File: src/logic/spi_cfg_pkg.sv
`default_nettype none

package spi_cfg_pkg;

    // Frame size of the peripheral link
    localparam int word_bits = 16;

    // 48 MHz inner_clk divided down to a 4.8 MHz SCLK
    localparam int half_period_4m8_at_48m = 5;

    // Divider counter covers half periods up to 255
    localparam int half_period_width = 8;

    // Holds word_bits down to zero
    localparam int bit_count_width = 5;

endpackage

`default_nettype wire

File: src/logic/spi_proto_pkg.sv
`default_nettype none

package spi_proto_pkg;

    typedef enum logic [1:0] {
        st_idle,
        st_select,
        st_transfer,
        st_deselect
    } spi_state_t;

    // Link sends and receives least significant bit first
    localparam bit lsb_first = 1'b1;

endpackage

`default_nettype wire

File: src/logic/spi_clk_if.sv
`default_nettype none

interface spi_clk_if;

    logic run;        // Engine requests SCLK activity
    logic sclk_level; // Registered SCLK pin level
    logic rise_tick;  // Level just went high
    logic fall_tick;  // Level just went low

    modport gen (
        input  run,
        output sclk_level,
        output rise_tick,
        output fall_tick
    );

    modport engine (
        output run,
        input  rise_tick,
        input  fall_tick
    );

endinterface

`default_nettype wire

File: src/logic/spi_master.sv
`default_nettype none

module spi_master #(
    parameter int unsigned HALF_PERIOD = spi_cfg_pkg::half_period_4m8_at_48m,
    parameter logic        CS_ACTIVE   = 1'b1
) (
    input  logic                              inner_clk,
    input  logic                              reset,
    input  logic                              start_transfer,
    input  logic [spi_cfg_pkg::word_bits-1:0] tx_data,
    output logic [spi_cfg_pkg::word_bits-1:0] rx_data,
    output logic                              busy,
    output logic                              done,
    output logic                              sclk,
    output logic                              cs,
    output logic                              mosi,
    input  logic                              miso
);

    spi_clk_if clk_bus ();

    spi_sclk_gen #(
        .HALF_PERIOD (HALF_PERIOD)
    ) sclk_gen_i (
        .inner_clk (inner_clk),
        .reset     (reset),
        .clk_port  (clk_bus.gen)
    );

    spi_shift_engine #(
        .CS_ACTIVE (CS_ACTIVE)
    ) engine_i (
        .inner_clk      (inner_clk),
        .reset          (reset),
        .start_transfer (start_transfer),
        .tx_data        (tx_data),
        .rx_data        (rx_data),
        .busy           (busy),
        .done           (done),
        .cs             (cs),
        .mosi           (mosi),
        .miso           (miso),
        .clk_port       (clk_bus.engine)
    );

    assign sclk = clk_bus.sclk_level; // Registered SCLK level from the divider

endmodule

`default_nettype wire

File: src/logic/spi_sclk_gen.sv
`default_nettype none

module spi_sclk_gen #(
    parameter int unsigned HALF_PERIOD = spi_cfg_pkg::half_period_4m8_at_48m
) (
    input logic      inner_clk,
    input logic      reset,
    spi_clk_if.gen   clk_port
);

    localparam int cnt_w = spi_cfg_pkg::half_period_width;
    localparam logic [cnt_w-1:0] last_count = cnt_w'(HALF_PERIOD - 1);

    logic [cnt_w-1:0] half_count;

    // SCLK stays on inner_clk as a level plus edge strobes
    always_ff @(posedge inner_clk or posedge reset) begin
        if (reset) begin
            half_count           <= '0;
            clk_port.sclk_level  <= 1'b0;
            clk_port.rise_tick   <= 1'b0;
            clk_port.fall_tick   <= 1'b0;
        end else if (!clk_port.run) begin
            half_count           <= '0; // Mode 0 idles low
            clk_port.sclk_level  <= 1'b0;
            clk_port.rise_tick   <= 1'b0;
            clk_port.fall_tick   <= 1'b0;
        end else if (half_count == last_count) begin
            half_count           <= '0;
            clk_port.sclk_level  <= ~clk_port.sclk_level;
            clk_port.rise_tick   <= ~clk_port.sclk_level;
            clk_port.fall_tick   <= clk_port.sclk_level;
        end else begin
            half_count           <= half_count + 1'b1;
            clk_port.rise_tick   <= 1'b0;
            clk_port.fall_tick   <= 1'b0;
        end
    end

endmodule

`default_nettype wire

File: src/logic/spi_shift_engine.sv
`default_nettype none

module spi_shift_engine #(
    parameter logic CS_ACTIVE = 1'b1
) (
    input  logic                              inner_clk,
    input  logic                              reset,
    input  logic                              start_transfer,
    input  logic [spi_cfg_pkg::word_bits-1:0] tx_data,
    output logic [spi_cfg_pkg::word_bits-1:0] rx_data,
    output logic                              busy,
    output logic                              done,
    output logic                              cs,
    output logic                              mosi,
    input  logic                              miso,
    spi_clk_if.engine                         clk_port
);

    localparam int msb = spi_cfg_pkg::word_bits - 1;
    localparam int cnt_w = spi_cfg_pkg::bit_count_width;

    spi_proto_pkg::spi_state_t state;

    logic [msb:0]       tx_shift;
    logic [msb:0]       rx_shift;
    logic [cnt_w-1:0]   bit_count; // Rising edges still to come

    assign busy = (state != spi_proto_pkg::st_idle);
    assign done = (state == spi_proto_pkg::st_deselect);
    assign clk_port.run = (state == spi_proto_pkg::st_transfer);

    assign mosi = spi_proto_pkg::lsb_first ? tx_shift[0] : tx_shift[msb];

    always_ff @(posedge inner_clk or posedge reset) begin
        if (reset) begin
            state     <= spi_proto_pkg::st_idle;
            cs        <= ~CS_ACTIVE;
            rx_data   <= '0;
            tx_shift  <= '0;
            rx_shift  <= '0;
            bit_count <= '0;
        end else begin
            case (state)
                spi_proto_pkg::st_idle: begin
                    if (start_transfer) begin
                        tx_shift  <= tx_data; // Bit 0 on mosi during select
                        bit_count <= cnt_w'(spi_cfg_pkg::word_bits);
                        cs        <= CS_ACTIVE;
                        state     <= spi_proto_pkg::st_select;
                    end
                end

                spi_proto_pkg::st_select: begin
                    state <= spi_proto_pkg::st_transfer;
                end

                spi_proto_pkg::st_transfer: begin
                    if (clk_port.rise_tick) begin
                        if (spi_proto_pkg::lsb_first) begin
                            rx_shift <= {miso, rx_shift[msb:1]};
                        end else begin
                            rx_shift <= {rx_shift[msb-1:0], miso};
                        end
                        bit_count <= bit_count - 1'b1;
                    end
                    if (clk_port.fall_tick) begin
                        if (spi_proto_pkg::lsb_first) begin
                            tx_shift <= {1'b0, tx_shift[msb:1]};
                        end else begin
                            tx_shift <= {tx_shift[msb-1:0], 1'b0};
                        end
                        // Last falling edge closes the frame
                        if (bit_count == '0) begin
                            cs      <= ~CS_ACTIVE;
                            rx_data <= rx_shift;
                            state   <= spi_proto_pkg::st_deselect;
                        end
                    end
                end

                spi_proto_pkg::st_deselect: begin
                    state <= spi_proto_pkg::st_idle; // Done pulse lasts one cycle
                end

                default: begin
                    state <= spi_proto_pkg::st_idle;
                end
            endcase
        end
    end

endmodule

`default_nettype wire

File: config.mk
export PLATFORM = sky130hd
export DESIGN_NAME = spi_master
export DESIGN_NICKNAME = d
export VERILOG_FILES = /design/src/logic/spi_cfg_pkg.sv /design/src/logic/spi_proto_pkg.sv /design/src/logic/spi_clk_if.sv /design/src/logic/spi_master.sv /design/src/logic/spi_sclk_gen.sv /design/src/logic/spi_shift_engine.sv
export SDC_FILE = /design/constraint.sdc
export NUM_CORES = 1
export LEC_CHECK = 0
export ABC_AREA = 1
export BUFFER_PORTS_ARGS = -buffer_cell sky130_fd_sc_hd__clkbuf_2
export CORE_MARGIN = 2
export CORE_UTILIZATION = 56
export CTS_CLUSTER_SIZE = 24
export DETAILED_ROUTE_END_ITERATION = 7
export PLACE_DENSITY_LB_ADDON = 0.25
export SLEW_MARGIN = 30
export SYNTH_ARGS = -nofsm -noshare
export SYNTH_HDL_FRONTEND = slang
export SYNTH_HIERARCHICAL = 1
export SYNTH_SLANG_ARGS = --single-unit
File: constraint.sdc
create_clock -name inner_clk -period 3.3 [get_ports inner_clk]
set_clock_uncertainty 0.1 [all_clocks]
set_input_delay 0 -clock inner_clk [delete_from_list [all_inputs] [get_ports inner_clk]]
set_output_delay 0 -clock inner_clk [all_outputs]
set_load 0.01 [all_outputs]
# Word-level counts from Yosys, hierarchy flattened
# Index checks and enable logic that the tools add are counted.
[classes]
add_sub_neg = 2
n_eq_ne = 9
muxes = 22
bitwise_logic = 1
reduce_logical = 10
[op_table]
columns = ["op", "n"]
rows = [
  ["$mux 16", 2],
  ["$pmux 16 s2", 1],
  ["$mux 8", 2],
  ["$reduce_and 3->1", 4],
  ["$mux 5", 2],
  ["$pmux 5 s2", 1],
  ["$mux 1", 9],
  ["$add 8x1->8 const B", 1],
  ["$eq 8x3->1 const B", 1],
  ["$ne 2x2->1 const B", 4],
  ["$pmux 2 s4", 1],
  ["$mux 2", 3],
  ["$logic_not 5->1", 1],
  ["$sub 5x1->5 const B", 1],
  ["$eq 2x2->1 const B", 2],
  ["$reduce_and 4->1", 1],
  ["$reduce_bool 2->1", 2],
  ["$eq 2x1->1 const B", 1],
  ["$logic_not 2->1", 1],
  ["$ne 2x1->1 const B", 1],
  ["$pmux 1 s2", 1],
  ["$reduce_and 2->1", 1],
  ["$not 1->1", 1],
]
[word_totals]
regBits = 67
inputBits = 20
out_inout_bits = 21

# Depth between registers and ports, before layout
[depth]
ltp_word = 4
ltp_mapped = 11
ltp_nobuf = 10

# Hierarchy
# Netlist, hierarchy kept.
[modules_own_cells]
columns = ["mod", "instances", "cells_each", "area_each_um2"]
rows = [
  ["spi_shift_engine", 1, 296, 2547.4],
  ["spi_sclk_gen", 1, 69, 563.0],
]

# Worst setup path before layout
# Ideal clock, no wire load.
[synth_timing]
path_kind = "register to register"
startpoint = "reg engine_i.state[0]"
endpoint = "reg engine_i.tx_shift[0]"
arrival_ns = 1.421
required_ns = 3.083
path_slack_ns = 1.662
stages_incl_launch_ff = 12
path_buffers = 2
synth_period_minus_slack_ns = 1.638
cell_sequence = "dfrtp_1 inv_1 ha_1 buf_4 inv_4 nand2_4 nand2_4 nor2_8 buf_6 inv_2 nand2_1 nand2_1"
[synth_via]
elab_chain_cells = 3
[synth_rtl]
columns = ["element", "line_no", "text"]
rows = [
  ["start, declared", "spi_shift_engine.sv:22", "spi_proto_pkg::spi_state_t state;"],
  ["start signal, assigned", "spi_shift_engine.sv:36", "state <= spi_proto_pkg::st_idle;"],
  ["start signal, assigned", "spi_shift_engine.sv:49", "state <= spi_proto_pkg::st_select;"],
  ["start signal, assigned", "spi_shift_engine.sv:54", "state <= spi_proto_pkg::st_transfer;"],
  ["$eq 2x2->1 (*)", "n/a", ""],
  ["net clk_bus.run", "spi_clk_if.sv:5", "logic run;"],
  ["$ne 2x2->1 (no line) / $reduce_bool 2->1 (equally long branches)", "n/a", ""],
  ["$reduce_and 3->1 (no line)", "n/a", ""],
  ["end signal, assigned", "spi_shift_engine.sv:46", "tx_shift <= tx_data;"],
  ["end signal, assigned", "spi_shift_engine.sv:68", "tx_shift <= {1'b0, tx_shift[msb:1]};"],
  ["end signal, assigned", "spi_shift_engine.sv:70", "tx_shift <= {tx_shift[msb-1:0], 1'b0};"],
  ["end, declared", "spi_shift_engine.sv:24", "logic [msb:0] tx_shift;"],
]
# Mark *: on every way through the listed nets, which the timed path passes. The rest lies on a longest branch.
# A chain may end at the register's enable or synchronous reset.

# Worst setup path in the final report
[layout_timing]
startpoint = "reg engine_i.state[0]"
endpoint = "reg engine_i.rx_shift[3]"
[layout_via]
elab_chain_cells = 2
[layout_rtl]
columns = ["element", "line_no", "text"]
rows = [
  ["$eq 2x2->1", "n/a", ""],
  ["net clk_bus.run", "spi_clk_if.sv:5", ""],
  ["$reduce_and 2->1 (no line)", "n/a", ""],
  ["end signal, assigned", "spi_shift_engine.sv:60", "rx_shift <= {miso, rx_shift[msb:1]};"],
  ["end signal, assigned", "spi_shift_engine.sv:62", "rx_shift <= {rx_shift[msb-1:0], miso};"],
  ["end, declared", "spi_shift_engine.sv:25", "logic [msb:0] rx_shift;"],
]
# The timed path passes the listed nets, and every way through them passes these cells.

==> flow_summary.json <==
{
  "synth-async-reset-ratio": 1.00,
  "synthCells": 365,
  "cts_buffers": 9,
  "grt_max_degree": 37,
  "syn-num-nets": 392,
  "placementRows": 27,
  "fillers": 422,
  "outcome": "completed",
  "clk_latency_ns": 0.34,
  "clockRootBuffer": "clkbuf_8",
  "nets": 448,
  "htree_levels": 3,
  "path_clk_slew_ns": 0.08,
  "hpwl_um": 3780,
  "irDropWorstVdd_mv": 0.386,
  "gp_congestion": 0.811,
  "track_usage": 0.206,
  "design_area_sq_um": 3700,
  "grt_pass1_wl_um": 9830,
  "fp.dieW_um": 78.5,
  "period_needed_ns": 2.31,
  "hold_violations": 0,
  "yosysMostFrequentCell": "nand2_1",
  "setup_viol": 0,
  "drt_wl_total_um": 5770,
  "cp-start-kind": "register",
  "ys.flop_type": "dfrtp_1",
  "drcViolationCount": 0,
  "tns_ns": 0,
  "layout-drive-gt1-share": 0.178,
  "syn_area_per_cell_sq_um": 8.52,
  "viasPerCell": 4.87,
  "layoutNonFillerInstCount": 498,
  "synth_top_area_share": 0.539,
  "yosysWarnings": 6,
  "tightest_slew_ns": 0.827,
  "yosys-top-cells-area": "dfrtp_1, nand2_1, inv_1",
  "critPathArrivalTime_ns": 2.45,
  "critical_path_required_ns": 3.44,
  "crit_slowest_cell": "nand2_1",
  "overflow": 0,
  "rsz0062_at_grt": "false",
  "yosysSeqAreaShare": 0.539,
  "path_class": "reg2reg",
  "path_cells": "inv_1 -> ha_1 -> nand2_1 -> o21ai_0",
  "yosysTopAreaCell": "dfrtp_1",
  "die_y_um": 78.5,
  "antenna_cells": 0,
  "fmax_mhz": 433,
  "ant_nets": 0,
  "synth-seq-cells": 67,
  "cp-end-kind": "register",
  "period_share": 0.700,
  "max_stage_delay_ns": 0.66,
  "multi_input_area_sq_um": 1140,
  "grt_pass1_vias": 2252,
  "synth_commonest_cells": "nand2_1, dfrtp_1, inv_1",
  "regArea_sq_um": 1680,
  "hp-class": "in2reg",
  "cap_violations": 0,
  "placed_area_sq_um": 3320,
  "max-slew-margin-rel": 0.447,
  "io-pin-count": 41,
  "clockBufferDepth": 2,
  "drv_slew": 0,
  "leakagePower_nw": 1.84,
  "area_growth_pct": 18.8,
  "synth_edf_count": 0,
  "dieArea_sq_um": 6170,
  "holdWs_ns": 0.0273,
  "syn_area_sq_um": 3110,
  "initial_utilization": 0.572,
  "num_vias": 2426,
  "power_density_nw_per_um2": 706,
  "clock-sinks": 67,
  "crit_fanout": 32,
  "place_inst": 464,
  "cts_tree": "yes",
  "io_buffers": 40,
  "ys_types": 28,
  "antenna_found_initial": 0,
  "dr.pass1.iters": 4,
  "core_sq_um": 5440,
  "first_iter_violations": 123,
  "wire_per_inst_um": 11.6
}
==> metrics by stage <==
stage                     setup WS, ns   util  power, mW
after floorplan                   1.66      -       1.82
after global placement            1.14  0.610       1.89
after detailed placement         0.987  0.610       1.93
after CTS                        0.951  0.680       2.64
after global routing             0.659  0.680       2.81
final                            0.990  0.680       2.61
==> cell families after synthesis <==
| group | after synthesis | share of synthesized area |
|---|---|---|
| compound gates | 64 | 0.104 |
| xor+xnor | 3 | 0.00845 |
| fa+ha+maj | 7 | 0.0282 |
| buf+inv | 68 | 0.0957 |
| flops | 67 | 0.539 |
| simple gates | 156 | 0.224 |
==> flip-flops by register name (all words and copies together), names as in the netlist <==
name and flops:
sclk_gen_i/clk_port.fall_tick 1, sclk_gen_i/clk_port.sclk_level 1, engine_i/tx_shift 16, sclk_gen_i/clk_port.rise_tick 1, engine_i/rx_data 16, engine_i/rx_shift 16, engine_i/bit_count 5, sclk_gen_i/half_count 8
engine_i/state 2, engine_i/cs 1
==> worst max-delay path: cells and delay by family, from the launching register on <==
kind | cells | cell delay [ns]
AND/OR/NAND/NOR | 1 | 0.66
adder cells (fa/ha/maj) | 1 | 0.54
flip-flops | 1 | 0.41
AO/OA/AOI/OAI | 1 | 0.39
buffers and inverters | 1 | 0.12
==> path summary, 6_finish.rpt <==
kind                                          startpoint                                      end  slack (ns)  depth (start not counted)
hold / removal                            start_transfer        engine_i/bit_count[1]$_DFFE_PP0P_        0.03                          5
min in group asynchronous                          reset  sclk_gen_i/clk_port.fall_tick$_DFF_PP0_        0.11                          3
max in group asynchronous                          reset        engine_i/bit_count[3]$_DFFE_PP0P_        2.09                          4
hold reg to reg                  engine_i/cs$_DFFE_PP0P_                  engine_i/cs$_DFFE_PP0P_        0.39                          2
setup / recovery           engine_i/state[0]$_DFFE_PP0P_         engine_i/rx_shift[3]$_DFFE_PP0P_        0.99                          4
setup reg to reg           engine_i/state[0]$_DFFE_PP0P_         engine_i/rx_shift[3]$_DFFE_PP0P_        0.99                          4
==> cell usage in the layout, fill, tap and decap left out, drive strengths merged <==
cell type	instances
nand2	111
dfrtp	67
o21ai	61
inv	55
clkbuf	49
nor2	25
dlygate4sd3	18
nand3	16
ha	7
clkinv	3
clkinvlp	2
or2	2
xor2	2
bufinv	1
nand3b	1
o22ai	1
nand4	1
a21oi	1
buf	1
o21bai	1
xnor2	1
==> layer usage <==
layer	vias up	track usage	share of wire
li1	1244	-	-
met1	1120	0.262	0.47
met2	52	0.332	0.47
met3	10	0.0471	0.043
met4	0	0.100	0.020
met5	-	0	0
==> area by class of cell <==
class	instances	area share
Clock buffer	9	0.0335
Clock inverter	7	0.0206
Inverter	54	0.0555
Multi-Input combinational cell	230	0.307
Sequential cell	67	0.454
Tap cell	72	0.0244
Timing Repair Buffer	59	0.105
==> report_power, final <==
| group | total (mW) | leakage, nW | switching (mW) | internal (mW) |
|---|---|---|---|---|
| Combinational | 0.891 | 0.846 | 0.595 | 0.297 |
| Sequential | 1.04 | 0.897 | 0.0686 | 0.969 |
| Clock | 0.680 | 0.0958 | 0.328 | 0.352 |
| Total | 2.61 | 1.84 | 0.992 | 1.62 |
==> what timing repair did <==
| action | in CTS | in global routing |
|---|---|---|
| gates resized for setup | 0 | 0 |
| buffers inserted | 0 | 0 |
| hold buffers | 18 | 0 |
| hold endpoints to repair | 63 | 0 |
No activity file was read; power rests on OpenSTA's default activity.
